**src/rtl/even_pkg.sv**
```systemverilog
package even_pkg;

	localparam int WORD_W = 32;		// Bits per SIMD word

	// Cycles from issue to unit result, also the slot each unit fills
	localparam int LAT_FX1 = 2;
	localparam int LAT_FX2 = 4;
	localparam int LAT_BYTE = 4;
	localparam int LAT_MUL = 6;
	localparam int WB_LAT = 8;		// Issue edge to writeback edge, inclusive

	typedef logic [6:0] reg_addr_t;	// Destination register

	typedef enum logic [1:0] {
		unit_mul = 2'd0,	// Old FP slot
		unit_fx2 = 2'd1,
		unit_byte = 2'd2,
		unit_fx1 = 2'd3
	} unit_t;

	typedef enum logic [1:0] {
		fmt_rr = 2'd0,		// Second operand is rb
		fmt_ri10 = 2'd1,	// Signed 10-bit immediate
		fmt_ri16 = 2'd2		// Signed 16-bit immediate
	} fmt_t;

	typedef enum logic [3:0] {
		op_add, op_and, op_or, op_xor,	// fx1
		op_shl, op_rot,					// fx2
		op_cntb, op_absdb, op_avgb,		// byte
		op_mpy, op_mpyu					// multiply
	} op_t;

	typedef union packed {
		struct packed { logic [7:0] unused; logic [9:0] val; } i10;		// Low 10 bits
		struct packed { logic [1:0] unused; logic [15:0] val; } i16;	// Low 16 bits
	} imm_field_t;

endpackage

```
**src/rtl/exec_if.sv**
```systemverilog
`timescale 1ns/1ns
interface exec_if #(parameter int NUM_WORDS = 4);
	import even_pkg::*;

	logic go;								// One-cycle issue strobe
	op_t op;								// Unit-local opcode
	reg_addr_t rt_addr;						// Destination register
	logic [NUM_WORDS-1:0][WORD_W-1:0] a;	// ra value
	logic [NUM_WORDS-1:0][WORD_W-1:0] b;	// rb or replicated imm
	logic [NUM_WORDS-1:0][5:0] sh;			// Shift amount per word

	modport issue (output go, op, rt_addr, a, b, sh);
	modport unit (input go, op, rt_addr, a, b, sh);

endinterface

```
**src/rtl/fixed2_unit.sv**
```systemverilog
`timescale 1ns/1ns
module fixed2_unit #(parameter int NUM_WORDS = 4) (
	input logic clk,
	input logic reset,
	exec_if.unit x,
	output logic [NUM_WORDS-1:0][even_pkg::WORD_W-1:0] res,
	output even_pkg::reg_addr_t res_addr,
	output logic res_write
);
	import even_pkg::*;

	logic [NUM_WORDS-1:0][WORD_W-1:0] shifted;					// Shifter output
	logic [LAT_FX2-1:0][NUM_WORDS-1:0][WORD_W-1:0] pipe_data;
	reg_addr_t [LAT_FX2-1:0] pipe_addr;
	logic [LAT_FX2-1:0] pipe_valid;

	always_comb begin
		logic [4:0] amt;
		for (int w = 0; w < NUM_WORDS; w++) begin
			amt = x.sh[w][4:0];		// Rotate uses mod 32
			if (x.op == op_rot)
				shifted[w] = (x.a[w] << amt) | (x.a[w] >> (WORD_W - amt));
			else if (x.sh[w][5])
				shifted[w] = '0;	// Shift of 32 or more clears the word
			else
				shifted[w] = x.a[w] << amt;
		end
	end

	always_ff @(posedge clk) begin
		if (reset)
			pipe_valid <= '0;
		else
			pipe_valid <= {pipe_valid[LAT_FX2-2:0], x.go};
	end

	// Delay line to line up with the byte unit
	always_ff @(posedge clk) begin
		pipe_data <= {pipe_data[LAT_FX2-2:0], shifted};
		pipe_addr <= {pipe_addr[LAT_FX2-2:0], x.rt_addr};
	end

	assign res = pipe_data[LAT_FX2-1];
	assign res_addr = pipe_addr[LAT_FX2-1];
	assign res_write = pipe_valid[LAT_FX2-1];

endmodule

```
**src/flat_wrapper.sv**
```systemverilog
// flat-port wrapper written by rule: the top's interface ports become plain ports
module fixed2_unit_flat import even_pkg::*;
#(parameter int NUM_WORDS = 4)
  (clk, reset, res, res_addr, res_write, x_go, x_op, x_rt_addr, x_a, x_b, x_sh);
  exec_if #(.NUM_WORDS(NUM_WORDS)) x_i ();
  input logic clk;
  input logic reset;
  output logic [NUM_WORDS-1:0][even_pkg::WORD_W-1:0] res;
  output even_pkg::reg_addr_t res_addr;
  output logic res_write;
  input wire logic [$bits(x_i.go)-1:0] x_go;
  input wire logic [$bits(x_i.op)-1:0] x_op;
  input wire logic [$bits(x_i.rt_addr)-1:0] x_rt_addr;
  input wire logic [$bits(x_i.a)-1:0] x_a;
  input wire logic [$bits(x_i.b)-1:0] x_b;
  input wire logic [$bits(x_i.sh)-1:0] x_sh;
  assign x_i.go = x_go;
  assign x_i.op = x_op;
  assign x_i.rt_addr = x_rt_addr;
  assign x_i.a = x_a;
  assign x_i.b = x_b;
  assign x_i.sh = x_sh;
  fixed2_unit #(.NUM_WORDS(NUM_WORDS)) u_core (.clk(clk), .reset(reset), .x(x_i), .res(res), .res_addr(res_addr), .res_write(res_write));
endmodule
```
**config.mk**
```make
export PLATFORM = sky130hd
export DESIGN_NAME = fixed2_unit_flat
export DESIGN_NICKNAME = d
export VERILOG_FILES = /design/src/rtl/even_pkg.sv /design/src/rtl/exec_if.sv /design/src/rtl/fixed2_unit.sv /design/src/flat_wrapper.sv
export SDC_FILE = /design/constraint.sdc
export NUM_CORES = 1
export LEC_CHECK = 0
export BUFFER_PORTS_ARGS = -buffer_cell sky130_fd_sc_hd__buf_2
export CAP_MARGIN = 10
export CORE_ASPECT_RATIO = 1.5
export CORE_MARGIN = 5
export CORE_UTILIZATION = 40
export DETAILED_ROUTE_END_ITERATION = 6
export GPL_TIMING_DRIVEN = 1
export PLACE_DENSITY = 0.6
export SLEW_MARGIN = 25
export SYNTH_ARGS = -nofsm -noshare
export SYNTH_HDL_FRONTEND = slang
export SYNTH_SLANG_ARGS = --single-unit
```
**constraint.sdc**
```tcl
create_clock -name clk -period 8.5 [get_ports clk]
set_input_delay 1.7 -clock clk [delete_from_list [all_inputs] [get_ports clk]]
set_output_delay 1.7 -clock clk [all_outputs]
set_load 0.01 [all_outputs]
```
# Word-level counts from Yosys, hierarchy flattened

Index checks and enable logic that the tools add are counted.

Shift operators: 8
Bitwise operators: 4
Equality and inequality tests: 1
$add $sub $neg: 4
Muxes and demuxes: 8

Operator list:

| kind                                                                  | number |
|---|---|
| 32-bit 2-to-1 mux                                                     | 8 |
| 32-bit OR                                                             | 4 |
| 32-bit by 5-bit left shift with 32-bit output                         | 4 |
| 32-bit by 32-bit right shift with 32-bit output                       | 4 |
| 6-bit by 5-bit subtractor with 7-bit output, first input constant     | 4 |
| 4-bit by 3-bit equality test with 1-bit output, second input constant | 1 |

Logic and storage cells: 46
Register bits after elaboration: 544

# Logic depth before layout (Yosys ltp)

Depth in word-level cells: 4
Depth in mapped cells: 15
Gate-level depth less buffers: 7

# Worst setup path after synthesis

No wires, ideal clock.

Path kind: input to register
Start: in x_sh[18]
End: reg u_core.pipe_data[105] in the netlist's numbering
Path buffers: 8
Setup slack: 4.029 ns
Data required time: 8.364 ns
Arrival: 4.334 ns
Cell stages on the path: 15
Setup time: 0.136 ns
Cells stage by stage: buf_6 buf_4 inv_1 buf_4 buf_4 ha_1 buf_2 buf_2 buf_2 buf_2 mux4_2 nand2_1 nand2_1 o211ai_1 o221ai_1

RTL lines:

| what                   | line               | RTL |
|---|---|---|
| start: declaration     | flat_wrapper.sv:16 | `input wire logic [$bits(x_i.sh)-1:0] x_sh;` |
| end signal: assignment | fixed2_unit.sv:39  | `pipe_data <= {pipe_data[LAT_FX2-2:0], shifted};` |
| end: declaration       | fixed2_unit.sv:13  | `logic [LAT_FX2-1:0][NUM_WORDS-1:0][WORD_W-1:0] pipe_data;` |

==> impl_metrics.json <==
{
  "clk_path_buf_depth": 3,
  "p_leak_uw": 0.01164,
  "max-slew-margin-rel_pct": 29.32,
  "antenna_found_initial": 4,
  "drtIter0Drc": 1770,
  "vias_per_cell": 5.840,
  "final_cell_mix": "dfxtp_1, buf_2, nand2_1",
  "dpl.cell_count": 3267,
  "finalHoldViolations": 0,
  "cp_max_fo": 49,
  "tightest_slew_ns": 1.056,
  "start_kind": "input pin",
  "fin_skew_ns": 0.01600,
  "ios": 430,
  "cts_inserted_buffers": 50,
  "fin_cells": 3357,
  "ys.flop_type": "dfxtp_1",
  "grt_overflow_total": 0,
  "grt_first_pass_wirelength_um": 116800,
  "fin_crit_ns": 4.625,
  "clock_latency_ns": 0.59,
  "peakVddDrop_uv": 155.9,
  "final_common_cell": "dfxtp_1",
  "core_um2": 64470,
  "vias": 19605,
  "cts_tree": "built",
  "crit_required_ns": 8.95,
  "maxCapViolations": 0,
  "die-height_um": 322.3,
  "start_util_pct": 40.35,
  "synth_nets": 2666,
  "grt_usage_pct": 20.98,
  "area_growth_pct": 10.49,
  "dp_hpwl_um": 58090,
  "grt_pass1_vias": 19436,
  "die_width_um": 218.2,
  "fin_crit_sh_pct": 54.41,
  "routedWlPerCell_um": 22.78,
  "synth_edf_count": 0,
  "rsz0062_at_grt": "no",
  "gr-usage-met1_pct": 24.66,
  "synth_warnings": 0,
  "dr.pass1.iters": 6,
  "setup_viol": 0,
  "place_area_um2": 27030,
  "critPathArrivalTime_ns": 5.08,
  "drt-total-wl_um": 76460,
  "stdcell_area_um2": 28740,
  "fin_nets": 2747,
  "post-route-drc-count": 0,
  "htreeDepth": 2,
  "dieArea_um2": 70340,
  "holdBufCountCts": 0,
  "grt_max_degree": 65,
  "drv_slew": 0,
  "syn_area_per_cell_um2": 10.99,
  "pre_cts_ws_ns": 3.312,
  "cts-root-buf": "clkbuf_16",
  "p_per_area_nw_per_um2": 217.9,
  "worstSetupEndpointType": "register",
  "met2_usage_pct": 37.03,
  "cts.sinks": 544,
  "criticalPathCategory": "in -> reg",
  "gp_congestion": 0.9513,
  "clk_pin_slew_ns": 0.07,
  "ys_seq_area_share_pct": 41.86,
  "worst_slack_ns": 3.875,
  "mappedNetlistArea_um2": 26010,
  "postCtsSetupBuffers": 0,
  "grt.busiest_layer": "met2",
  "rows": 114,
  "outcome": "finished, final reports clean",
  "hold_path.class": "reg -> reg",
  "drive_above_1_share_pct": 29.01,
  "postCtsResizedCells": 0,
  "ys_async_sr_fraction_pct": 0,
  "clock.fmax_mhz": 216.2,
  "ys_types": 78,
  "portBuffers": 301,
  "synth-seq-cells": 544,
  "synthCells": 2368,
  "ant_nets": 0,
  "fin_setup_tns_ns": 0,
  "grtUsageMet3_pct": 2.770
}
## sequential cells by signal, summed over array words and instances (netlist names)
signal	count
u_core.pipe_valid	4
u_core.pipe_data	384
u_core.pipe_addr	21
u_core.res	128
u_core.res_addr	7
## cell usage after synthesis (20+ instances only)
library cell / count / area [µm²]
nand3_1: 64 / 320.3
o211ai_1: 77 / 578.1
a21oi_1: 71 / 355.3
a221o_1: 20 / 200.2
mux2i_1: 159 / 1592
nand2_1: 294 / 1104
nor2_1: 107 / 401.6
dfxtp_1: 544 / 10890
buf_2: 60 / 300.3
clkbuf_1: 66 / 247.7
buf_4: 162 / 1216
o21ai_0: 87 / 435.4
nor3_1: 27 / 135.1
mux2_2: 59 / 664.4
o221ai_1: 34 / 297.8
mux4_2: 217 / 4887
## final timing paths
| check | start | endpoint | slack [ns] | cells after the start |
|---|---|---|---|---|
| worst min-delay path | u_core.pipe_data[152] | u_core.pipe_data[280] | 0.32 | 0 |
| worst max register to register | u_core.pipe_valid[2] | u_core.pipe_valid[3] | 7.99 | 1 |
| worst max-delay path | x_sh[19] | u_core.pipe_data[115] | 3.87 | 10 |
| worst min register to register | u_core.pipe_data[152] | u_core.pipe_data[280] | 0.32 | 0 |
## power by group
| group | total (µW) | internal [µW] | switching [µW] |
|---|---|---|---|
| combinational | 1180 | 474 | 706 |
| clock | 2270 | 1330 | 941 |
| sequential | 2810 | 2760 | 54.5 |
| total | 6260 | 4560 | 1700 |
## cells by family after synthesis
family,after synthesis,synth area share (%)
muxes,435,27.46
and+or+nand+nor,595,10.24
AOI/OAI and AO/OA,441,11.89
adders and majority gates,4,0.1924
DFF,544,41.86
xor gates and xnor gates,16,0.6542
buffers and inverters,333,7.691
## routing by layer
metal | vias to the layer above | part of all wire [%]
li1 | 8877 | -
met1 | 9445 | 37
met2 | 1032 | 50
met3 | 251 | 6.3
met4 | 0 | 6.5
met5 | - | 0
## stage by stage
stage / power [µW] / hold slack (ns) / utilization (%)
floorplan: 3695 / 0.3096 / -
global placement: 4027 / 0.3097 / 41.92
detailed placement: 4038 / 0.3121 / 41.93
CTS: 6339 / 0.3208 / 44.57
global route: 6548 / 0.3271 / 44.57
finish: 6264 / 0.3196 / 44.58
## critical path: stages
cell and delay [ns]:
buf_2 0.08, buf_4 0.56, inv_1 0.29, ha_1 0.53
buf_4 0.41, mux4_2 0.60, mux2i_1 0.35, nand2_1 0.12
and3_1 0.19, a211o_1 0.23
## cell type report
class	count	area, µm²
Fill cell	6161	35730
Multi-Input combinational cell	1491	13180
Clock buffer	67	1449
Sequential cell	544	10890
Tap cell	870	1089
Timing Repair Buffer	336	1780
Antenna cell	2	5.005
Clock inverter	21	250.2
Inverter	26	97.59
Note: power is estimated with default switching activity, not from simulation.
