File: src/rtl/even_pkg.sv
package even_pkg;

	localparam int WORD_W = 32;		// Bits per SIMD word

	// Cycles from issue to unit result, also the slot each unit fills
	localparam int LAT_FX1 = 2;
	localparam int LAT_FX2 = 4;
	localparam int LAT_BYTE = 4;
	localparam int LAT_MUL = 6;
	localparam int WB_LAT = 8;		// Issue edge to writeback edge, inclusive

	typedef logic [6:0] reg_addr_t;	// Destination register

	typedef enum logic [1:0] {
		unit_mul = 2'd0,	// Old FP slot
		unit_fx2 = 2'd1,
		unit_byte = 2'd2,
		unit_fx1 = 2'd3
	} unit_t;

	typedef enum logic [1:0] {
		fmt_rr = 2'd0,		// Second operand is rb
		fmt_ri10 = 2'd1,	// Signed 10-bit immediate
		fmt_ri16 = 2'd2		// Signed 16-bit immediate
	} fmt_t;

	typedef enum logic [3:0] {
		op_add, op_and, op_or, op_xor,	// fx1
		op_shl, op_rot,					// fx2
		op_cntb, op_absdb, op_avgb,		// byte
		op_mpy, op_mpyu					// multiply
	} op_t;

	typedef union packed {
		struct packed { logic [7:0] unused; logic [9:0] val; } i10;		// Low 10 bits
		struct packed { logic [1:0] unused; logic [15:0] val; } i16;	// Low 16 bits
	} imm_field_t;

endpackage

File: src/rtl/result_stage.sv
`timescale 1ns/1ns
module result_stage #(parameter int NUM_WORDS = 4) (
	input logic clk,
	input logic reset,
	input logic [NUM_WORDS-1:0][even_pkg::WORD_W-1:0] fx1_res,
	input even_pkg::reg_addr_t fx1_addr,
	input logic fx1_write,
	input logic [NUM_WORDS-1:0][even_pkg::WORD_W-1:0] fx2_res,
	input even_pkg::reg_addr_t fx2_addr,
	input logic fx2_write,
	input logic [NUM_WORDS-1:0][even_pkg::WORD_W-1:0] byte_res,
	input even_pkg::reg_addr_t byte_addr,
	input logic byte_write,
	input logic [NUM_WORDS-1:0][even_pkg::WORD_W-1:0] mul_res,
	input even_pkg::reg_addr_t mul_addr,
	input logic mul_write,
	output logic [NUM_WORDS-1:0][even_pkg::WORD_W-1:0] rt_wb,
	output even_pkg::reg_addr_t rt_addr_wb,
	output logic reg_write_wb,
	output logic [even_pkg::WB_LAT-2:0][NUM_WORDS-1:0][even_pkg::WORD_W-1:0] fw_wb,
	output even_pkg::reg_addr_t [even_pkg::WB_LAT-2:0] fw_addr_wb,
	output logic [even_pkg::WB_LAT-2:0] fw_write_wb
);
	import even_pkg::*;

	localparam int LAST = WB_LAT - 2;	// Slot feeding writeback

	always_ff @(posedge clk) begin
		if (reset) begin
			fw_wb <= '0;
			fw_addr_wb <= '0;
			fw_write_wb <= '0;
			rt_wb <= '0;
			rt_addr_wb <= '0;
			reg_write_wb <= 1'b0;
		end else begin
			fw_wb[0] <= '0;				// No unit finishes this early
			fw_addr_wb[0] <= '0;
			fw_write_wb[0] <= 1'b0;
			for (int k = 1; k <= LAST; k++) begin
				fw_wb[k] <= fw_wb[k-1];
				fw_addr_wb[k] <= fw_addr_wb[k-1];
				fw_write_wb[k] <= fw_write_wb[k-1];
			end
			// Later assignments win over the shift
			if (fx1_write) begin
				fw_wb[LAT_FX1] <= fx1_res;
				fw_addr_wb[LAT_FX1] <= fx1_addr;
				fw_write_wb[LAT_FX1] <= 1'b1;
			end
			if (fx2_write) begin
				fw_wb[LAT_FX2] <= fx2_res;
				fw_addr_wb[LAT_FX2] <= fx2_addr;
				fw_write_wb[LAT_FX2] <= 1'b1;
			end else if (byte_write) begin
				fw_wb[LAT_BYTE] <= byte_res;
				fw_addr_wb[LAT_BYTE] <= byte_addr;
				fw_write_wb[LAT_BYTE] <= 1'b1;
			end
			if (mul_write) begin
				fw_wb[LAT_MUL] <= mul_res;
				fw_addr_wb[LAT_MUL] <= mul_addr;
				fw_write_wb[LAT_MUL] <= 1'b1;
			end
			rt_wb <= fw_wb[LAST];		// Leaves the pipe
			rt_addr_wb <= fw_addr_wb[LAST];
			reg_write_wb <= fw_write_wb[LAST];
		end
	end

	// Same latency, so single issue keeps these apart
	assert property (@(posedge clk) disable iff (reset) !(fx2_write && byte_write));

endmodule

File: config.mk
export PLATFORM = sky130hd
export DESIGN_NAME = result_stage
export DESIGN_NICKNAME = d
export VERILOG_FILES = /design/src/rtl/even_pkg.sv /design/src/rtl/result_stage.sv
export SDC_FILE = /design/constraint.sdc
export NUM_CORES = 1
export LEC_CHECK = 0
export ABC_AREA = 0
export BUFFER_PORTS_ARGS = -buffer_cell sky130_fd_sc_hd__buf_2
export CORE_AREA = 2 2 632 634
export CTS_CLUSTER_DIAMETER = 30
export DETAILED_ROUTE_END_ITERATION = 16
export DIE_AREA = 0 0 634 636
export RECOVER_POWER = 100
export SYNTH_ARGS = -nofsm -noshare
export SYNTH_HDL_FRONTEND = slang
export SYNTH_SLANG_ARGS = --single-unit
File: constraint.sdc
create_clock -name clk -period 1.5 [get_ports clk]
set_clock_uncertainty 0.1 [all_clocks]
set_input_delay 0.15 -clock clk [delete_from_list [all_inputs] [get_ports clk]]
set_output_delay 0.15 -clock clk [all_outputs]
set_load 0.02 [all_outputs]
* Yosys cells after proc, flatten, opt, wreduce, memory -nomap -nowiden
Cells that the tools add are included.
** Cells by class
- Shifts and indexed selects :: 0
- Reduce and logical (&&, ||, !) cells :: 0
- Div/mod/pow operators :: 0
- $add $sub $neg :: 0
- Multiply operators :: 0
- Bitwise gates (word level) :: 0
- Muxes and demuxes :: 12
- Order comparisons :: 0
- Equal/unequal tests :: 0
** Operators with widths (number)
- $mux W128 :: 4
- $mux W7 :: 4
- $mux W1 :: 4
** Storage, ports and cells
- Memories :: 0
- Flip-flop bits (word level) :: 1088
- Input port bits :: 546
- Bits in writable memories :: 0
- Latch bits :: 0
- Output and inout port bits :: 1088
- Word-level logic and storage cells :: 55
- Memory bits (read-only) :: 0

* Depth between registers and ports, before layout
- Word-level depth :: 2
- Gate-level depth with buffers :: 6
- Depth with buffers taken out :: 2

* Least setup slack after synthesis
Ideal clock, no wire load.
- Kind :: input -> register
- Start point :: in fx2_write
- End point :: reg fw_wb[513] in the netlist's numbering
- Arrival :: 0.905 ns
- Required time :: 1.270 ns
- Cell stages on the path :: 5
- Path buffers :: 3
- Setup time :: 0.130 ns
- Slack :: 0.365 ns
- Cells stage by stage :: buf_4 inv_2 buf_2 buf_2 a211oi_2
** On the way
- Longest elaborated chain between the ends :: 1
** RTL lines
- start: declaration :: RTL line result_stage.sv:10 : input logic fx2_write,
- $mux W128 :: RTL line result_stage.sv:51 : if (fx2_write) begin
- end signal: indexed assignment :: RTL line result_stage.sv:52 : fw_wb[LAT_FX2] <= fx2_res;
- end signal: indexed assignment :: RTL line result_stage.sv:56 : fw_wb[LAT_BYTE] <= byte_res;
- end signal: indexed assignment :: RTL line result_stage.sv:61 : fw_wb[LAT_MUL] <= mul_res;
- end: declaration :: RTL line result_stage.sv:20 : output logic [even_pkg::WB_LAT-2:0][NUM_WORDS-1:0][even_pkg::WORD_W-1:0] fw_wb,
No other way between the ends.
A chain may end at the register's enable or synchronous reset.

* Worst setup path after layout
- Start point :: in reset
- End point :: reg fw_wb[568] in the netlist's numbering
** RTL lines
- start: declaration :: RTL line result_stage.sv:4 : input logic reset,
- end signal: indexed assignment :: RTL line result_stage.sv:41 : fw_wb[k] <= fw_wb[k-1];
- end signal: indexed assignment :: RTL line result_stage.sv:47 : fw_wb[LAT_FX1] <= fx1_res;
- end signal: indexed assignment :: RTL line result_stage.sv:52
No word-level cell between the ends.

==> impl_metrics.tcl <==
set metrics [dict create \
    worstSkewPairLatency_ns 0.95 \
    first_pass_iters 5 \
    synth_compound_area_frac 0.0435 \
    grt-busiest-layer "met2" \
    dieArea_mm2 0.403 \
    grt_max_degree 56 \
    violations "setup timing" \
    worstSetupEndpointType "flip-flop" \
    seq_area_mm2 0.0177 \
    drtIter0Drc 1774 \
    met3_usage 0.0764 \
    netlist-cell-type-count 17 \
    synth_top_family_by_area "simple AND/OR/NAND/NOR gates" \
    synth_area_leaders "dfxtp_1 59%, nor2b_1 12%, mux2i_1 9.7%" \
    synth_cells 2463 \
    status "finished, violations left" \
    stdcell_count 11146 \
    maxCapViolations 0 \
    worst_pin_slew_ns 1.43 \
    leakage_nw 30.9 \
    syn_to_final_growth_pct 158 \
    path_max_fanout 29 \
    ant_nets 0 \
    hold_viol_final 0 \
    synth_most_common_cell "dfxtp_1" \
    ys_seq_elements 816 \
    drive_gt1_frac 0.513 \
    wl_per_cell_um 28.5 \
    path_clk_slew_ns 0.05 \
    drc_errors 0 \
    gr-total-overflow 0 \
    place_hpwl_um 262000 \
    fp-row-count 232 \
    critPathArrivalTime_ns 2.50 \
    slew_headroom 0.0446 \
    synth_xor_area_frac 0 \
    fmax_mhz 552 \
    grt_pass1_vias 33461 \
    synth_adder_area_share 0 \
    cts_buffers 245 \
    grt_use_total 0.151 \
    numClockSinks 816 \
    routed_wirelength_um 317000 \
    cp.required_ns 2.19 \
    cts_tree "built" \
    clk_path_buf_depth 4 \
    slew_violations 0 \
    yosys.area.top_type "dfxtp_1" \
    hold_path.class "input port to flip-flop" \
    gr-usage-met1 0.181 \
    h-tree-depth 4 \
    grt_util_met2 0.228 \
    vias_per_cell 2.87 \
    critPathKind "input port to flip-flop" \
    yosysWarningCount 0 \
    portBuffers 1361 \
    muxShareOfSynthArea 0.0972 \
    synth-simple-area-share 0.172 \
    synth_edf_count 0 \
    pin_count 1634 \
    multi_input_area_mm2 0.00971 \
    grt_pass1_wl_um 387000 \
    die_w_um 634 \
    root_buffer "clkbuf_16" \
    synth_top_area_frac 0.587 \
    synth.cell_area_mm2 0.0278 \
    num-fill-cells 43557 \
    worst_setup_path_start_kind "input port" \
    fin_crit_ns 1.81 \
    async_flop_share 0 \
    power_mw 93.3 \
    grt_antenna_before_repair 255 \
    synth_seq_area_share 0.587 \
    irDropWorstVdd_mv 0.950 \
    syn_avg_cell_area_um2 11.3 \
    nets 6101 \
    synth_commonest_cells "816 x dfxtp_1, 544 x nor2b_1, 289 x buf_4" \
    setup_viol 926 \
    globalplace.congestion 0.886 \
    pwr_density_cell_mw_per_mm2 1300 \
    rsz0062_at_grt "true" \
    vias 31974 \
    coreArea_mm2 0.397 \
    start_util 0.0700 \
    ys.flop_type "dfxtp_1" \
    die_y_um 636 \
    dpl.cell_count 9119 \
    final.period_utilization 1.21 \
    setup_slack_ns -0.312 \
]
[through the flow]
stage,instance area (um^2),worst slack (ns),hold slack (ns),util,TNS [ns]
after global routing,71700,-0.361,0.0573,0.181,-195.57
after detailed placement,41500,-0.327,0.253,0.104,-3.99
after global placement,41500,-0.326,0.251,0.104,-4.09
after floorplan,28800,0.365,0.172,-,0
final,71800,-0.312,0.0401,0.181,-124.45
after CTS,71900,-0.396,0.000506,0.181,-201.32
[sequential cells by signal, summed over array words and instances, names as in the netlist]
name	cells
fw_addr_wb	35
fw_write_wb	5
rt_addr_wb	7
fw_wb	640
reg_write_wb	1
rt_wb	128
[layer usage]
metal | wire length (um) | up-vias
li1 | - | 13890
met1 | 129000 | 15400
met2 | 135000 | 1889
met3 | 38800 | 663
met4 | 13500 | 132
met5 | 883 | -
[final cells by class]
class                   count  share of cell area
well taps                5265              0.0917
clock inverters           163              0.0320
diodes                    116             0.00404
flip-flops and latches    816               0.247
clock buffers             294              0.0920
inverters                   1            0.000157
repair buffers           2996               0.398
multi-input cells        1495               0.135
[logic make-up after synthesis]
logic type             after synthesis
AND/OR/NAND/NOR                    818
flip-flops                         816
buffers and inverters              423
multiplexers                       270
AO/OA/AOI/OAI                      135
other                                1
[critical path: stages]
cell and delay [ns]:
buf_8 0.13, clkdlybuf4s25_1 0.28, dlygate4sd3_1 0.68, buf_12 0.22
buf_16 0.21, buf_12 0.17, a211oi_2 0.03, dlygate4sd3_1 0.55
[power by group]
group | leakage, nW | internal [mW] | switching [mW]
clock network | 4.27 | 38.7 | 17.5
logic | 19.6 | 6.32 | 6.85
registers | 7.03 | 22.7 | 1.18
total | 30.9 | 67.7 | 25.6
[layout by cell type, fill, tap and decap left out, drive strengths merged, types with 35 or more instances in the layout]
| cell type | count |
|---|---|
| diode | 116 |
| and2 | 135 |
| nor2b | 544 |
| a211oi | 135 |
| mux2i | 270 |
| dlygate4sd3 | 1141 |
| buf | 1776 |
| clkbuf | 364 |
| clkinvlp | 35 |
| bufinv | 43 |
| conb | 272 |
| nor2 | 138 |
| clkinv | 69 |
| dfxtp | 816 |
[timing repair]
action                     4_1_cts  5_1_grt
gates resized for setup       2943       87
gates cloned                     0        3
hold endpoints to repair       772      100
pin swaps                        0       12
setup buffers                  245       46
setup endpoints to repair      820      948
hold buffers                  1180       23
[final timing paths]
check / startpoint / to / slack (ns) / cells after the start
max: reset / fw_wb[568] / -0.31 / 8
max reg2reg: fw_addr_wb[22] / fw_addr_wb[29] / -0.09 / 4
min reg2reg: fw_wb[555] / fw_wb[683] / 0.35 / 1
min: mul_write / fw_wb[788] / 0.04 / 6
No activity file was read; power rests on OpenSTA's default activity.
