===== src/rtl/even_pkg.sv =====
package even_pkg;

	localparam int WORD_W = 32;		// Bits per SIMD word

	// Cycles from issue to unit result, also the slot each unit fills
	localparam int LAT_FX1 = 2;
	localparam int LAT_FX2 = 4;
	localparam int LAT_BYTE = 4;
	localparam int LAT_MUL = 6;
	localparam int WB_LAT = 8;		// Issue edge to writeback edge, inclusive

	typedef logic [6:0] reg_addr_t;	// Destination register

	typedef enum logic [1:0] {
		unit_mul = 2'd0,	// Old FP slot
		unit_fx2 = 2'd1,
		unit_byte = 2'd2,
		unit_fx1 = 2'd3
	} unit_t;

	typedef enum logic [1:0] {
		fmt_rr = 2'd0,		// Second operand is rb
		fmt_ri10 = 2'd1,	// Signed 10-bit immediate
		fmt_ri16 = 2'd2		// Signed 16-bit immediate
	} fmt_t;

	typedef enum logic [3:0] {
		op_add, op_and, op_or, op_xor,	// fx1
		op_shl, op_rot,					// fx2
		op_cntb, op_absdb, op_avgb,		// byte
		op_mpy, op_mpyu					// multiply
	} op_t;

	typedef union packed {
		struct packed { logic [7:0] unused; logic [9:0] val; } i10;		// Low 10 bits
		struct packed { logic [1:0] unused; logic [15:0] val; } i16;	// Low 16 bits
	} imm_field_t;

endpackage


===== src/rtl/exec_if.sv =====
`timescale 1ns/1ns
interface exec_if #(parameter int NUM_WORDS = 4);
	import even_pkg::*;

	logic go;								// One-cycle issue strobe
	op_t op;								// Unit-local opcode
	reg_addr_t rt_addr;						// Destination register
	logic [NUM_WORDS-1:0][WORD_W-1:0] a;	// ra value
	logic [NUM_WORDS-1:0][WORD_W-1:0] b;	// rb or replicated imm
	logic [NUM_WORDS-1:0][5:0] sh;			// Shift amount per word

	modport issue (output go, op, rt_addr, a, b, sh);
	modport unit (input go, op, rt_addr, a, b, sh);

endinterface


===== src/rtl/multiply_unit.sv =====
`timescale 1ns/1ns
module multiply_unit #(parameter int NUM_WORDS = 4) (
	input logic clk,
	input logic reset,
	exec_if.unit x,
	output logic [NUM_WORDS-1:0][even_pkg::WORD_W-1:0] res,
	output even_pkg::reg_addr_t res_addr,
	output logic res_write
);
	import even_pkg::*;

	logic signed_op;									// mpy extends sign, mpyu zero
	logic [NUM_WORDS-1:0][WORD_W-1:0] op_a, op_b;		// Stage 1, extended halfwords
	reg_addr_t op_addr;
	logic op_valid;
	logic [NUM_WORDS-1:0][WORD_W-1:0] prod;				// Low 32 bits are exact
	logic [LAT_MUL-2:0][NUM_WORDS-1:0][WORD_W-1:0] pipe_data;
	reg_addr_t [LAT_MUL-2:0] pipe_addr;
	logic [LAT_MUL-2:0] pipe_valid;

	assign signed_op = (x.op == op_mpy);

	always_ff @(posedge clk) begin
		for (int w = 0; w < NUM_WORDS; w++) begin
			op_a[w] <= {{(WORD_W-16){signed_op & x.a[w][15]}}, x.a[w][15:0]};
			op_b[w] <= {{(WORD_W-16){signed_op & x.b[w][15]}}, x.b[w][15:0]};
		end
		op_addr <= x.rt_addr;
		pipe_data <= {pipe_data[LAT_MUL-3:0], prod};	// Stages 2 to 6
		pipe_addr <= {pipe_addr[LAT_MUL-3:0], op_addr};
	end

	always_comb begin
		for (int w = 0; w < NUM_WORDS; w++)
			prod[w] = op_a[w] * op_b[w];
	end

	always_ff @(posedge clk) begin
		if (reset) begin
			op_valid <= 1'b0;
			pipe_valid <= '0;
		end else begin
			op_valid <= x.go;
			pipe_valid <= {pipe_valid[LAT_MUL-3:0], op_valid};
		end
	end

	assign res = pipe_data[LAT_MUL-2];
	assign res_addr = pipe_addr[LAT_MUL-2];
	assign res_write = pipe_valid[LAT_MUL-2];

	// Decode must only steer multiply codes here
	assert property (@(posedge clk) disable iff (reset) x.go |-> x.op inside {op_mpy, op_mpyu});

endmodule


===== src/flat_wrapper.sv =====
// flat-port wrapper written by rule: the top's interface ports become plain ports
module multiply_unit_flat import even_pkg::*;
#(parameter int NUM_WORDS = 4)
  (clk, reset, res, res_addr, res_write, x_go, x_op, x_rt_addr, x_a, x_b, x_sh);
  exec_if #(.NUM_WORDS(NUM_WORDS)) x_i ();
  input logic clk;
  input logic reset;
  output logic [NUM_WORDS-1:0][even_pkg::WORD_W-1:0] res;
  output even_pkg::reg_addr_t res_addr;
  output logic res_write;
  input wire logic [$bits(x_i.go)-1:0] x_go;
  input wire logic [$bits(x_i.op)-1:0] x_op;
  input wire logic [$bits(x_i.rt_addr)-1:0] x_rt_addr;
  input wire logic [$bits(x_i.a)-1:0] x_a;
  input wire logic [$bits(x_i.b)-1:0] x_b;
  input wire logic [$bits(x_i.sh)-1:0] x_sh;
  assign x_i.go = x_go;
  assign x_i.op = x_op;
  assign x_i.rt_addr = x_rt_addr;
  assign x_i.a = x_a;
  assign x_i.b = x_b;
  assign x_i.sh = x_sh;
  multiply_unit #(.NUM_WORDS(NUM_WORDS)) u_core (.clk(clk), .reset(reset), .x(x_i), .res(res), .res_addr(res_addr), .res_write(res_write));
endmodule

===== config.mk =====
export PLATFORM = sky130hd
export DESIGN_NAME = multiply_unit_flat
export DESIGN_NICKNAME = d
export VERILOG_FILES = /design/src/rtl/even_pkg.sv /design/src/rtl/exec_if.sv /design/src/rtl/multiply_unit.sv /design/src/flat_wrapper.sv
export SDC_FILE = /design/constraint.sdc
export NUM_CORES = 2
export LEC_CHECK = 0
export BUFFER_PORTS_ARGS = -buffer_cell sky130_fd_sc_hd__buf_2
export CAP_MARGIN = 20
export CORE_UTILIZATION = 47
export CTS_CLUSTER_DIAMETER = 100
export DETAILED_ROUTE_END_ITERATION = 10
export PLACE_DENSITY = 0.72
export RECOVER_POWER = 50
export REMOVE_ABC_BUFFERS = 1
export SLEW_MARGIN = 5
export SYNTH_ARGS = -nofsm -noshare
export SYNTH_HDL_FRONTEND = slang
export SYNTH_SLANG_ARGS = --single-unit

===== constraint.sdc =====
create_clock -name clk -period 6.1 [get_ports clk]
set_input_delay 0.305 -clock clk [delete_from_list [all_inputs] [get_ports clk]]
set_output_delay 0.305 -clock clk [all_outputs]
set_load 0.02 [all_outputs]

== After elaboration in Yosys (flattened, before gate mapping) ==
Index checks and enable logic that the tools add are counted.

* Register bits after elaboration: 824
* Bits of input ports: 294
* Output and inout bits: 136
* Word-level logic and storage cells: 49

* $mul: 4
* Equal/unequal tests: 1
* Bitwise logic cells: 8

{| class="wikitable"
|+ Operators by type and width
! kind !! number
|-
| 17-bit by 17-bit multiplier with 32-bit output || 4
|-
| 1-bit AND || 8
|-
| 4-bit equality test, second input constant || 1
|}

== Depth between registers and ports, before layout ==
* Word-level depth: 2
* Mapped depth: 25
* Gate-level depth less buffers: 23

== Worst setup path after synthesis ==
OpenSTA, ideal clock, no wires.

* Kind: register to register
* Start: register u_core.op_a[10] (netlist name)
* End: register u_core.pipe_data[31] (netlist name)
* Setup time: 0.072 ns
* Arrival: 5.876 ns
* Path slack: 0.152 ns
* Cell stages (with the launch flop): 22
* Path buffers: 1
* Period minus slack after synthesis: 5.948 ns
* Cells stage by stage: dfxtp_1 -> clkbuf_1 -> nand2_1 -> fa_1 -> fa_1 -> fa_1 -> fa_1 -> inv_1 -> fa_1 -> inv_1 -> fa_1 -> inv_1 -> ha_1 -> a21o_1 -> a21o_1 -> a21oi_1 -> o221a_2 -> o21ai_1 -> o22a_1 -> a2111o_1 -> a21oi_1 -> xnor2_1

{| class="wikitable"
|+ RTL lines
! what !! RTL line !! source
|-
| start: declaration || multiply_unit.sv:13 || <nowiki>logic [NUM_WORDS-1:0][WORD_W-1:0] op_a, op_b;</nowiki>
|-
| start signal: indexed assignment || multiply_unit.sv:25 || <nowiki>op_a[w] <= {{(WORD_W-16){signed_op & x.a[w][15]}}, x.a[w][15:0]};</nowiki>
|-
| end signal: assignment || multiply_unit.sv:29 || <nowiki>pipe_data <= {pipe_data[LAT_MUL-3:0], prod};</nowiki>
|-
| end: declaration || multiply_unit.sv:17 || <nowiki>logic [LAT_MUL-2:0][NUM_WORDS-1:0][WORD_W-1:0] pipe_data;</nowiki>
|}

==> summary.md <==
| Metric | Value |
|---|---|
| Max Buffers Root-to-Sink | `3` |
| Die X-Extent | `roughly 360 um` |
| DR iter-0 viols | `around 1,900` |
| WL/cell | `about 16 um` |
| Hold_sp | `x_op[2]` |
| Status | `finished, final reports clean` |
| P per Cell Area | `643 mW/mm^2` |
| Port bufs | `around 280` |
| Grt total ovfl | `0` |
| Most common cell after layout, fill and taps aside | `inv_1` |
| EDFF count, synth | `0` |
| RSZ-0062 raised after global routing | `true` |
| Gate Count Post-Synth | `5,577` |
| Clk network pwr share | `11.8%` |
| Largest net degree at the start of global routing | `18` |
| Area Growth Syn to Fin | `17.9%` |
| Synth warnings | `0` |
| Period minus WS final | `around 6.0 ns` |
| Root Buffer | `clkbuf_16` |
| XOR/XNOR Fraction of Synth Area | `~2.2%` |
| DRC errors left | `0` |
| Slew @ Worst Pin | `0.723 ns` |
| Synth Area in Adders | `44.9%` |
| Mux share of post-synthesis cell area | `less than 1%` |
| Simple-gate portion of the synthesized area | `a little under an eighth` |
| WP data required | `around 6.6 ns` |
| HP Class | `in2reg` |
| Nets | `between 8,000 and 9,000` |
| Share of the synthesized area in the top cell type | `roughly 38%` |
| Asr flop ratio synth | `0%` |
| Uppermost layer routed | `met5` |
| Core Util, Final | `55.8%` |
| Die footprint | `0.128 mm^2` |
| Switching share of power | `between 40% and 50%` |
| CTS clock-pin slew for the worst setup and hold paths | `0.06 ns` |
| Leak pwr | `roughly 35 nW` |
| Flop2flop setup slack | `0.07 ns` |
| Yosys cell types | `slightly above 70` |
| Final Slew Violations | `0` |
| DRT Pass-1 Iters | `5` |
| Register bit total from synthesis | `between 800 and 900` |
| CP endpoint kind | `flip-flop` |
| Non-Filler Instances | `approximately 8,000` |
| Routed wire length | `around 130,000 um` |
| Worst r2r src | `u_core.op_a[37]` |
| Commonest cells after routing, fill and taps aside | `inv_1 (1,217), fa_1 (1,117), dfxtp_1 (749)` |
| DRT antenna net count | `0` |
| Yosys top cell by area | `fa_1` |
| Worst hold stages | `4` |
| Int Pwr | `about 0.026 W` |
| Hold Violations, Final | `0` |
| Ant. Diodes | `0` |
| Met2 WL | `62,900 um` |
| Clk_lat worst skew | `roughly 0.7 ns` |
| Routed length on met1 | `~52,000 um` |
| Sw power | `0.0193 W` |
| Sequential share of power | `about a fifth` |
| Synth Area in Compound Gates | `slightly below 3%` |
| Post-placement cell count | `~7,700` |
| Drt via density | `approximately 4.8` |
| Seq/Total Area, Yosys | `between 20% and 30%` |
| H-tree depth | `3` |
| Peak VDD IR | `approximately 0.66 mV` |
| R2R depth | `19` |
| TritonCTS buffer count | `slightly above 80` |
| IO Pins | `430` |
| Fin Setup TNS | `0 ns` |
| Core Area | `between 0.1 and 0.15 mm^2` |
| Met3 wire len | `7170 um` |
| Max-Cap Viols | `0` |
| All-Layer GR Usage | `20.5%` |
| Initial Utilization | `between 40 and 50%` |
| Relative slew slack | `between 50% and 60%` |
| R2R Path End | `u_core.pipe_data[63]` |
| Max FO, Critical Path | `4` |
| Clock sink count | `approximately 820` |
| Final period utilization | `a little over nine tenths` |
| DP HPWL | `approximately 100,000 um` |
| Setup violators final | `0` |
| Cell Rows | `130` |
| Initial antenna violation count | `4` |
| Crit start category | `flip-flop` |
| DR vias | `around 38,000` |
| Worst Hold Path EP | `u_core.op_a[16]` |
| Netlist Area Pre-Place | `around 0.059 mm^2` |
| Routability Congestion | `between 0.9 and 1` |
| CTS tree | `done` |
| Max Freq | `166 MHz` |
| Layout cells sized above 1 | `16.4%` |
| Die height | `358 um` |
| Post-synth top flop | `dfxtp_1` |
| Power share of the combinational group | `between 60% and 70%` |
| Vias in the first global route | `about 42,000` |
| Fin Clk Skew | `around 0.043 ns` |
| Largest family of logic cells by synthesized area | `adder cells` |
| Synth Area per Inst | `~11 um^2` |
| Overall power | `roughly 0.045 W` |
| Wire length of the first global-routing pass | `between 200,000 and 250,000 um` |
| Ranking of synthesized cells by area | `fa_1 (38%), dfxtp_1 (28%), inv_1 (7.7%)` |
| Critical path type | `reg2reg` |
| CP Data Arrival Time | `around 6.6 ns` |
## area by class of cell
cell class	count	area [um^2]
well taps	1650	2060
repair buffers	878	6640
fillers	10457	55500
clock inverters	39	549
multi-input cells	3245	37300
clock buffers	110	2340
inverters	1225	4600
flip-flops and latches	824	16600
## cells by family after synthesis
| group | after synthesis |
|---|---|
| XOR/XNOR | 151 |
| AO/OA/AOI/OAI | 255 |
| buffers and inverters | 1508 |
| adder cells (fa/ha/maj) | 1456 |
| AND/OR/NAND/NOR | 1382 |
| multiplexers | 1 |
| flip-flops | 824 |
## worst max path at each step
| stage | startpoint | end | slack (ns) | depth (start not counted) |
|---|---|---|---|---|
| 3_3_place_gp | u_core.op_a[109] | u_core.pipe_data[127] | -0.25 | 21 |
| 2_1_floorplan | u_core.op_a[10] | u_core.pipe_data[31] | 0.28 | 20 |
| 6_report | u_core.op_a[37] | u_core.pipe_data[63] | 0.07 | 19 |
| 5_1_grt | u_core.op_b[39] | u_core.pipe_data[63] | -0.12 | 19 |
| 4_1_cts | u_core.op_b[2] | u_core.pipe_data[30] | -0.01 | 22 |
| 3_5_place_dp | u_core.op_b[3] | u_core.pipe_data[30] | -0.28 | 20 |
## repair_timing
item | CTS | global route
pin swaps | 7 | 85
endpoints found under the hold margin | 149 | 0
buffers inserted | 1 | 31
endpoints found under the setup margin | 17 | 32
hold buffers | 137 | 0
gates resized for setup | 34 | 181
## critical path, stage by stage (launching register included)
cell	delay [ns]
dfxtp_4	0.35
and2_4	0.16
fa_1	0.52
inv_1	0.05
fa_1	0.52
fa_1	0.44
fa_1	0.51
inv_2	0.04
fa_1	0.47
fa_1	0.59
ha_4	0.22
a21o_1	0.18
a211oi_2	0.26
a21boi_4	0.24
a311oi_4	0.08
a221oi_2	0.37
o21ai_2	0.13
o41ai_4	0.43
a31oi_1	0.18
xnor2_1	0.16
## through the flow
step / worst slack (ns) / instance area (um^2) / hold slack, ns
after floorplan: 0.277 / 57900 / 0.310
final: 0.0660 / 70100 / 0.208
after global routing: -0.116 / 70100 / 0.200
after global placement: -0.245 / 65000 / 0.310
after detailed placement: -0.277 / 65000 / 0.312
after CTS: -0.0117 / 69300 / 0.164
## registers in the layout (all words and copies together) (netlist names)
name	cells
u_core.op_addr	7
u_core.op_valid	1
u_core.pipe_data	512
u_core.res	128
u_core.op_b	68
u_core.res_addr	7
u_core.op_a	68
u_core.pipe_addr	28
u_core.pipe_valid	5
## cells in the mapped netlist (all sizes together) (2+ instances only)
library cell,count
inv,1225
fa,1128
dfxtp,824
and2,592
nand2,540
ha,328
clkbuf,148
buf,135
xnor2,124
nor2,103
a21oi,73
o21ai,62
nand2b,37
nor2b,33
xor2,27
a21o,25
o21a,24
nor3,20
nand3,17
a211oi,9
and3,9
o21bai,9
nor4,8
nand4,6
a21boi,5
a31oi,5
a211o,4
and4,4
o2111ai,4
o211ai,4
o41ai,4
or3,4
a221oi,3
a2111o,2
a2111oi,2
a22oi,2
a311oi,2
a31o,2
nand3b,2
o41a,2
or2,2
or4,2
## per-layer routing
metal	track usage [%]	up-vias
met5	0	-
li1	-	17505
met1	26.0	19196
met2	35.4	985
met4	6.77	2
met3	3.41	209
## power groups by stage
stage          clock network [W]  registers, W  logic (W)
2_1_floorplan                  0       0.00895     0.0184
3_3_place_gp                   0       0.00865     0.0281
3_5_place_dp                   0       0.00869     0.0288
4_1_cts                  0.00549       0.00859     0.0293
5_1_grt                  0.00572       0.00877     0.0350
6_report                 0.00533       0.00855     0.0312
Note: power is estimated with default switching activity, not from simulation.
