==> config.mk <==
export PLATFORM = sky130hd
export DESIGN_NAME = byte_unit_flat
export DESIGN_NICKNAME = d
export VERILOG_FILES = /design/src/rtl/even_pkg.sv /design/src/rtl/exec_if.sv /design/src/rtl/byte_unit.sv /design/src/flat_wrapper.sv
export SDC_FILE = /design/constraint.sdc
export NUM_CORES = 1
export LEC_CHECK = 0
export BUFFER_PORTS_ARGS = -buffer_cell sky130_fd_sc_hd__buf_2
export CAP_MARGIN = 40
export CORE_UTILIZATION = 63
export CTS_CLUSTER_DIAMETER = 100
export DETAILED_ROUTE_END_ITERATION = 10
export HOLD_SLACK_MARGIN = 0.05
export PLACE_DENSITY_LB_ADDON = 0.12
export RECOVER_POWER = 50
export SLEW_MARGIN = 20
export SYNTH_ARGS = -nofsm -noshare
export SYNTH_HDL_FRONTEND = slang
export SYNTH_SLANG_ARGS = --single-unit
==> constraint.sdc <==
create_clock -name clk -period 8.1 [get_ports clk]
set_clock_uncertainty 0.2 [all_clocks]
set_input_delay 0.81 -clock clk [delete_from_list [all_inputs] [get_ports clk]]
set_output_delay 0.81 -clock clk [all_outputs]
set_load 0.01 [all_outputs]
==> src/rtl/even_pkg.sv <==
package even_pkg;

	localparam int WORD_W = 32;		// Bits per SIMD word

	// Cycles from issue to unit result, also the slot each unit fills
	localparam int LAT_FX1 = 2;
	localparam int LAT_FX2 = 4;
	localparam int LAT_BYTE = 4;
	localparam int LAT_MUL = 6;
	localparam int WB_LAT = 8;		// Issue edge to writeback edge, inclusive

	typedef logic [6:0] reg_addr_t;	// Destination register

	typedef enum logic [1:0] {
		unit_mul = 2'd0,	// Old FP slot
		unit_fx2 = 2'd1,
		unit_byte = 2'd2,
		unit_fx1 = 2'd3
	} unit_t;

	typedef enum logic [1:0] {
		fmt_rr = 2'd0,		// Second operand is rb
		fmt_ri10 = 2'd1,	// Signed 10-bit immediate
		fmt_ri16 = 2'd2		// Signed 16-bit immediate
	} fmt_t;

	typedef enum logic [3:0] {
		op_add, op_and, op_or, op_xor,	// fx1
		op_shl, op_rot,					// fx2
		op_cntb, op_absdb, op_avgb,		// byte
		op_mpy, op_mpyu					// multiply
	} op_t;

	typedef union packed {
		struct packed { logic [7:0] unused; logic [9:0] val; } i10;		// Low 10 bits
		struct packed { logic [1:0] unused; logic [15:0] val; } i16;	// Low 16 bits
	} imm_field_t;

endpackage

==> src/rtl/exec_if.sv <==
`timescale 1ns/1ns
interface exec_if #(parameter int NUM_WORDS = 4);
	import even_pkg::*;

	logic go;								// One-cycle issue strobe
	op_t op;								// Unit-local opcode
	reg_addr_t rt_addr;						// Destination register
	logic [NUM_WORDS-1:0][WORD_W-1:0] a;	// ra value
	logic [NUM_WORDS-1:0][WORD_W-1:0] b;	// rb or replicated imm
	logic [NUM_WORDS-1:0][5:0] sh;			// Shift amount per word

	modport issue (output go, op, rt_addr, a, b, sh);
	modport unit (input go, op, rt_addr, a, b, sh);

endinterface

==> src/rtl/byte_unit.sv <==
`timescale 1ns/1ns
module byte_unit #(parameter int NUM_WORDS = 4) (
	input logic clk,
	input logic reset,
	exec_if.unit x,
	output logic [NUM_WORDS-1:0][even_pkg::WORD_W-1:0] res,
	output even_pkg::reg_addr_t res_addr,
	output logic res_write
);
	import even_pkg::*;

	logic [NUM_WORDS-1:0][WORD_W-1:0] lanes;					// All byte lanes, stage 1
	logic [LAT_BYTE-1:0][NUM_WORDS-1:0][WORD_W-1:0] pipe_data;
	reg_addr_t [LAT_BYTE-1:0] pipe_addr;
	logic [LAT_BYTE-1:0] pipe_valid;

	function automatic logic [7:0] byte_op(op_t code, logic [7:0] a, logic [7:0] b);
		logic [8:0] sum;
		sum = {1'b0, a} + {1'b0, b} + 9'd1;		// Carry kept in bit 8
		case (code)
			op_cntb: byte_op = 8'($countones(a));
			op_absdb: byte_op = (a > b) ? a - b : b - a;
			op_avgb: byte_op = sum[8:1];
			default: byte_op = '0;
		endcase
	endfunction

	always_comb begin
		for (int w = 0; w < NUM_WORDS; w++)
			for (int i = 0; i < WORD_W/8; i++)
				lanes[w][8*i +: 8] = byte_op(x.op, x.a[w][8*i +: 8], x.b[w][8*i +: 8]);
	end

	always_ff @(posedge clk) begin
		if (reset)
			pipe_valid <= '0;
		else
			pipe_valid <= {pipe_valid[LAT_BYTE-2:0], x.go};
	end

	always_ff @(posedge clk) begin
		pipe_data <= {pipe_data[LAT_BYTE-2:0], lanes};
		pipe_addr <= {pipe_addr[LAT_BYTE-2:0], x.rt_addr};
	end

	assign res = pipe_data[LAT_BYTE-1];
	assign res_addr = pipe_addr[LAT_BYTE-1];
	assign res_write = pipe_valid[LAT_BYTE-1];

endmodule

==> src/flat_wrapper.sv <==
// flat-port wrapper written by rule: the top's interface ports become plain ports
module byte_unit_flat import even_pkg::*;
#(parameter int NUM_WORDS = 4)
  (clk, reset, res, res_addr, res_write, x_go, x_op, x_rt_addr, x_a, x_b, x_sh);
  exec_if #(.NUM_WORDS(NUM_WORDS)) x_i ();
  input logic clk;
  input logic reset;
  output logic [NUM_WORDS-1:0][even_pkg::WORD_W-1:0] res;
  output even_pkg::reg_addr_t res_addr;
  output logic res_write;
  input wire logic [$bits(x_i.go)-1:0] x_go;
  input wire logic [$bits(x_i.op)-1:0] x_op;
  input wire logic [$bits(x_i.rt_addr)-1:0] x_rt_addr;
  input wire logic [$bits(x_i.a)-1:0] x_a;
  input wire logic [$bits(x_i.b)-1:0] x_b;
  input wire logic [$bits(x_i.sh)-1:0] x_sh;
  assign x_i.go = x_go;
  assign x_i.op = x_op;
  assign x_i.rt_addr = x_rt_addr;
  assign x_i.a = x_a;
  assign x_i.b = x_b;
  assign x_i.sh = x_sh;
  byte_unit #(.NUM_WORDS(NUM_WORDS)) u_core (.clk(clk), .reset(reset), .x(x_i), .res(res), .res_addr(res_addr), .res_write(res_write));
endmodule
---- After elaboration in Yosys (flattened, before gate mapping) ----
Cells that the tools add are included.
word-level totals
  bits of input ports ..................... 294
  flip-flop bits (word level) ............. 544
  logic and storage cells ................. 248
cells by class
  muxes and demuxes ....................... 32
  equality and inequality tests ........... 3
  order comparisons ....................... 16
  add/subtract/negate cells ............... 176
operators with widths
  cell                                                                    count
  8-bit adder                                                             48
  8-bit case mux with 3 select lines                                      16
  8-bit subtractor                                                        32
  8-bit by 8-bit adder with 9-bit output                                  16
  9-bit by 1-bit adder with 9-bit output (second input constant)          16
  1-bit by 1-bit adder with 2-bit output                                  64
  8-bit > comparator                                                      16
  8-bit 2-to-1 mux                                                        16
  4-bit by 3-bit equality test with 1-bit output (second input constant)  2
  4-bit equality test (second input constant)                             1

---- Longest topological paths before layout ----
Gate-level depths: netlist (run 1).
  depth after elaboration ................. 4
  depth in mapped cells ................... 12

---- Worst setup path after synthesis (run 1) ----
No wires, ideal clock.
  path kind ............................... input to register
  start point ............................. input x_a[70]
  end point ............................... register u_core.pipe_data[66] (netlist bit)
  setup time .............................. 0.130 ns
  slack ................................... 4.782 ns
  required time ........................... 7.770 ns
  stages .................................. 9
  buffers on the path ..................... 0
  arrival ................................. 2.988 ns
  path through ............................ ha_1 > fa_1 > inv_1 > fa_1 > inv_1 > ha_1 > fa_1 > a22oi_1 > o21ai_0
RTL lines
  element               RTL line            source
  from (decl)           flat_wrapper.sv:14  input wire logic [$bits(x_i.a)-1:0] x_a;
  to (signal assigned)  byte_unit.sv:42     pipe_data <= {pipe_data[LAT_BYTE-2:0], lanes};
  to (decl)             byte_unit.sv:13     logic [LAT_BYTE-1:0][NUM_WORDS-1:0][WORD_W-1:0] pipe_data;

==> summary.txt, run 1 <==
Cells and area
  – Most frequent cells in the layout: 544 x dfxtp_1, 530 x inv_1, 464 x ha_1
  – Share of layout cells above drive strength 1: 16.23%
  – Fillers: 3796
  – P&R area growth vs syn: 10.95%
  – Most common library cell in the layout ignoring fill and taps: dfxtp_1
  – Nets: 4256
  – Footprint of the multi-input gates: 0.01671 mm^2
  – Storage cell area: 0.01089 mm^2
  – Design Area, Final: 0.03454 mm^2
  – Fin util: 70.71%

Synthesis
  – Mux share of post-synthesis cell area: 3.211%
  – Largest family of logic cells by synthesized area: adder cells
  – Avg Inst Size Synth: 9.880 um^2
  – Compound-Gate Fraction of Synth Area: 14.17%
  – Synth warn: 0
  – XOR/XNOR share of the synthesized area: 5.149%
  – Post-synthesis instance area: 0.03113 mm^2
  – Post-synth EDFFs: 0
  – Post-Syn Instances: 3151
  – FF+latch count, synth: 544
  – Async SR Flop Fraction: 0%
  – Syn Nets: 4021
  – Cell variety after synth: 84
  – Top FF cell, synth: dfxtp_1
  – Synth Area in Simple Gates: 5.217%
  – Seq/Total Area, Yosys: 34.98%
  – Adder-cell share of the synthesized area: 25.85%

Floorplan
  – Initial Util: 63.73%
  – Die Wd: 224.3 um
  – Placement Rows: 81
  – Die area: 0.05031 mm^2
  – IO Count: 430
  – Die height: 224.3 um
  – Core region area: 0.04885 mm^2

Route
  – Routed via count: 22120
  – DRC: 0
  – WL final: 71130 um
  – Routed Antenna Nets: 0
  – Post-DR wirelength/cell: 17.26 um
  – Vias/cell: 5.367
  – First drt pass iteration count: 5
  – Initial DRC count: 1208

Global route
  – Number of global-route vias before repair: 22130
  – Largest net degree at the start of global routing: 49
  – Congestion Overflow GR: 0
  – First-pass GRT wire length: 112300 um
  – Initial antenna violation count: 40
  – Overall fraction of global-route tracks in use: 27.94%

Clock tree
  – CTS Sinks: 544
  – CTS tree: built
  – Post-CTS setup buffers: 0
  – TritonCTS Buffers: 56
  – Hold buffer count at CTS: 0
  – CTS root buffer: clkbuf_16
  – Max Root-Sink Buffers: 3
  – # resized after CTS: 0
  – Htree depth: 2
  – CTS clk-pin slew, worst paths: 60 ps
  – Worst-Skew Late Latency: 600 ps

Critical path
  – Crit path capture: u_core.pipe_data[99]
  – Crit path launch: x_a[96]
  – CP endpoint kind: flip-flop
  – Reg2reg setup slack: 7390 ps
  – Reg2reg start: u_core.pipe_valid[1]
  – Reg2reg path depth: 1
  – Setup Crit Path Kind: primary input to flip-flop
  – CP Launch Type: primary input
  – R2r endpoint: u_core.pipe_valid[2]
  – Worst path required time: 8350 ps
  – Critical path arrival: 3380 ps
  – CP Max Fanout: 7

Timing
  – Relative slew slack: 49.66%
  – Least-Margin Pin Slew: 745.6 ps
  – Max-slew violation count: 0
  – RSZ-0062 raised after global routing: no
  – Clock period minus worst slack: 3137 ps
  – Tcrit/Tclk final: 38.72%
  – Final Setup Violations: 0
  – Final Hold Viols: 0
  – TNS Setup: 0 ps
  – Peak Freq: 318.8 MHz
  – Worst hold slack: 100.9 ps

Place
  – Final HPWL DP: 54650 um
  – DP Area: 0.03256 mm^2
  – Routability cong.: 0.9347
  – Port Buffers: 405

Hold path
  – Hold Crit Class: primary input to flip-flop

Run
  – Max-cap check violation count: 0

Power and ir drop
  – Total power: 0.007112 W
  – Leak Pwr: 17.15 nW
  – PD cells: 205.9 mW/mm^2
  – VDD IR max: 0.1702 mV

Run status
  – Status: finished clean
-- layout make-up --
class	instances	share of cell area, %
Timing Repair Buffer	416	6.260
Inverter	530	5.760
Clock buffer	76	4.506
Multi-Input combinational cell	1838	48.38
Sequential cell	544	31.53
Antenna cell	26	0.1884
Tap cell	664	2.405
Clock inverter	28	0.9672
-- registers in the layout (all words and copies together), names as in the netlist --
signal	cells
u_core.res_addr	7
u_core.pipe_addr	21
u_core.pipe_data	384
u_core.pipe_valid	4
u_core.res	128
-- routing by layer --
metal	vias up	part of all wire [%]	track usage, %
met2	682	47	46.87
met3	182	6.9	6.466
met1	10450	42	34.50
met4	34	3.8	11.65
li1	10770	-	-
met5	-	0.32	0
-- worst max-delay path, stage by stage --
cell and delay [ps]:
buf_2 120, inv_1 70, ha_1 150, inv_1 60, fa_1 380, nand3_1 140, a21oi_1 100, o32ai_2 440
buf_4 260, mux2_2 350, a21oi_1 160, xor2_1 160, o221ai_1 170
-- stage by stage --
stage / cells / setup WS [ps]
floorplan: 3151 / 4782
global placement: 3986 / 4280
detailed placement: 3989 / 4174
CTS: 4093 / 4819
global route: 4113 / 4824
finish: 4122 / 4963
-- where the power goes --
group	internal, W	switching [W]
logic	0.000693	0.000914
clock network	0.00152	0.00108
registers	0.00286	0.0000462
-- kinds of logic after synthesis --
| family | after synthesis |
|---|---|
| flip-flops | 544 |
| multiplexers | 99 |
| AND/OR/NAND/NOR | 320 |
| buffers and inverters | 769 |
| AO/OA/AOI/OAI | 660 |
| adder cells (fa/ha/maj) | 576 |
| XOR/XNOR | 183 |
-- cell usage after synthesis (all sizes together), types with 20 or more instances --
library cell | n | area share, %
buf | 184 | 4.4
o22ai | 62 | 1.2
mux2i | 95 | 3.1
inv | 530 | 6.4
fa | 112 | 7.2
nand2b | 25 | 0.50
xor2 | 33 | 0.93
dfxtp | 544 | 35
o21bai | 63 | 1.5
a22oi | 28 | 0.68
clkbuf | 55 | 0.67
a21oi | 201 | 3.4
nand3 | 20 | 0.32
nand2 | 59 | 0.72
nor2 | 99 | 1.2
ha | 464 | 19
nor3 | 26 | 0.42
o21ai | 115 | 1.9
a21o | 36 | 0.87
xnor2 | 150 | 4.2
-- how the worst min path moves through the flow --
| stage | startpoint | end | slack (ps) | cells past startpoint |
|---|---|---|---|---|
| after detailed placement | u_core.pipe_addr[9] | u_core.pipe_addr[16] | 110 | 0 |
| after global routing | x_rt_addr[6] | u_core.pipe_addr[6] | 70 | 1 |
| after CTS | x_rt_addr[1] | u_core.pipe_addr[1] | 70 | 1 |
| final | x_rt_addr[6] | u_core.pipe_addr[6] | 100 | 1 |
| after floorplan | u_core.pipe_addr[3] | u_core.pipe_addr[10] | 110 | 0 |
| after global placement | u_core.pipe_data[333] | u_core.res[77] | 110 | 0 |
Power figures use the tool's default switching activity.
==> run 2, diff against run 1 <==
CORE_UTILIZATION = 53   (was 63)
clock period = 2.6 ns   (was 8.1 ns; I/O delays follow)
==> summary.txt, run 2 (synthesis gave the netlist of run 1 again) <==
Cells and area
  – Non-filler instance count after layout: 4698 (was 4122)
  – Design Area, Final: 0.03927 mm^2 (was 0.03454 mm^2)
  – Nets: 4739 (was 4256)
  – Max reg flops: 384 (unchanged)
  – Share of layout cells above drive strength 1: 26.05% (was 16.23%)
  – Most common library cell in the layout ignoring fill and taps: dfxtp_1 (unchanged)
  – Fin util: 67.81% (was 70.71%)
  – Biggest register: u_core.pipe_data (unchanged)
  – Most frequent cells in the layout: 544 x dfxtp_1, 516 x inv_1, 419 x ha_1 (was 544 x dfxtp_1, 530 x inv_1, 464 x ha_1)
  – P&R area growth vs syn: 26.15% (was 10.95%)

Critical path
  – Setup Crit Path Kind: primary input to flip-flop (unchanged)
  – CP Max Fanout: 7 (unchanged)
  – CP endpoint kind: flip-flop (unchanged)
  – CP Launch Type: primary input (unchanged)
  – Reg2reg setup slack: 1880 ps (was 7390 ps)
  – R2r endpoint: u_core.pipe_valid[3] (was u_core.pipe_valid[2])
  – Critical path arrival: 2850 ps (was 3380 ps)
  – Crit path launch: x_a[105] (was x_a[96])
  – Reg2reg path depth: 1 (unchanged)
  – Worst path required time: 2900 ps (was 8350 ps)
  – Reg2reg start: u_core.pipe_valid[2] (was u_core.pipe_valid[1])

Power and ir drop
  – VDD IR max: 0.8798 mV (was 0.1702 mV)
  – Leak Pwr: 19.35 nW (was 17.15 nW)
  – PD cells: 600.2 mW/mm^2 (was 205.9 mW/mm^2)

Hold path
  – Hold path start: x_a[40] (was x_rt_addr[6])
  – WHS Path Cells: 6 (was 1)
  – Hold Crit Class: primary input to flip-flop (unchanged)
  – Hold endpoint: u_core.pipe_data[40] (was u_core.pipe_addr[6])

Route
  – Routed via count: 23540 (was 22120)
  – First drt pass iteration count: 5 (unchanged)
  – Met1 Routed Length: 32640 um (was 29910 um)
  – Routed Antenna Nets: 0 (unchanged)
  – Post-DR wirelength/cell: 16.59 um (was 17.26 um)
  – DRC: 0 (unchanged)
  – Initial DRC count: 904 (was 1208)
  – WL met2: 38590 um (was 33370 um)
  – WL final: 77950 um (was 71130 um)
  – Vias/cell: 5.010 (was 5.367)
  – Top Metal Used: met5 (unchanged)
  – Metal3 WL: 4220 um (was 4922 um)

Place
  – Port Buffers: 405 (unchanged)
  – Placed Cells: 4421 (was 3989)
  – Routability cong.: 0.9346 (was 0.9347)
  – DP Area: 0.03551 mm^2 (was 0.03256 mm^2)
  – Final HPWL DP: 60910 um (was 54650 um)

Global route
  – First-pass GRT wire length: 124000 um (was 112300 um)
  – Overall fraction of global-route tracks in use: 25.88% (was 27.94%)
  – Initial antenna violation count: 21 (was 40)
  – Largest net degree at the start of global routing: 49 (unchanged)
  – Number of global-route vias before repair: 24570 (was 22130)
  – Congestion Overflow GR: 0 (unchanged)

Timing
  – Clock period minus worst slack: 2552 ps
  – Max-slew violation count: 0 (unchanged)
  – Final Setup Violations: 0 (unchanged)
  – RSZ-0062 raised after global routing: yes (was no)
  – Least-Margin Pin Slew: 560.5 ps (was 745.6 ps)
  – Final Hold Viols: 0 (unchanged)
  – Relative slew slack: 62.53% (was 49.66%)
  – Tcrit/Tclk final: 98.14%
  – Peak Freq: 391.9 MHz
  – TNS Setup: 0 ps (unchanged)

Floorplan
  – Placement Rows: 88 (was 81)
  – Core region area: 0.05792 mm^2 (was 0.04885 mm^2)
  – Die Wd: 244.4 um (was 224.3 um)
  – Die height: 244.4 um (was 224.3 um)
  – Die area: 0.05971 mm^2 (was 0.05031 mm^2)
  – Initial Util: 53.75% (was 63.73%)
  – IO Count: 430 (unchanged)

Run
  – Max-cap check violation count: 0 (unchanged)

Clock tree
  – CTS tree: built (unchanged)
  – CTS clk-pin slew, worst paths: 70 ps (was 60 ps)
  – CTS root buffer: clkbuf_16 (unchanged)
  – Max Root-Sink Buffers: 3 (unchanged)
  – TritonCTS Buffers: 57 (was 56)
  – Worst-Skew Late Latency: 610 ps (was 600 ps)
  – Htree depth: 2 (unchanged)
  – CTS Sinks: 544 (unchanged)

Run status
  – Status: finished clean (unchanged)
run 2: cell count changes in the layout (fill, tap and decap cells not counted), sizes merged:
cell / previous run / this run
dlygate4sd3: 0 / 145
clkbuf: 76 / 71
clkinvlp: 3 / 5
inv: 536 / 542
buf: 416 / 752
diode: 26 / 17
run 2: per-stage QoR:
step / worst slack, ps / hold slack [ps] / total power (W)
5_1_grt: -32.34 / 70.34 / 0.02485
3_5_place_dp: -305.8 / 112.1 / 0.01491
2_1_floorplan: -34.86 / 87.72 / 0.01299
6_report: 48.49 / 66.37 / 0.02357
4_1_cts: 2.414 / 51.37 / 0.02368
3_3_place_gp: -286.3 / 109.5 / 0.01478
run 2: repair_timing:
action	CTS	global route
hold buffers	147	4
buffers inserted	0	10
gates resized for setup	0	60
hold endpoints to repair	78	4
setup endpoints to repair	0	75
run 2: area by class of cell:
class	count	area (um^2)
fill	4684	18640
clock buffer	70	1608
antenna	17	42.54
tap	765	957.2
multi-input combinational	1838	17160
sequential	544	10890
clock inverter	36	384.1
inverter	530	1989
timing repair buffer	898	6237
run 2: worst max path at each step:
stage / endpoint / cells past startpoint / slack [ps]
2_1_floorplan: u_core.pipe_data[50] / 9 / -30
5_1_grt: u_core.pipe_data[107] / 11 / -30
3_3_place_gp: u_core.pipe_data[74] / 10 / -290
3_5_place_dp: u_core.pipe_data[74] / 10 / -310
4_1_cts: u_core.pipe_data[112] / 8 / 2
6_report: u_core.pipe_data[107] / 11 / 50
run 2: worst max-delay path, cell delays in order:
cell,delay [ps]
dlygate4sd3_1,540
buf_2,150
fa_2,360
a211oi_2,270
nor3_1,80
o31a_1,280
o21ai_4,300
buf_4,170
mux2i_1,210
xnor2_1,140
o21ai_1,80
run 2: power breakdown:
part	switching, W	internal, W
Combinational	0.00309	0.00291
Sequential	0.000157	0.00891
Clock	0.00354	0.00495
Total	0.00679	0.0168
run 2: layer usage:
layer | GRT usage (%) | vias up
li1 | - | 11720
met1 | 31.10 | 11130
met2 | 45.86 | 530
met3 | 5.224 | 152
met4 | 8.566 | 16
met5 | 0 | -
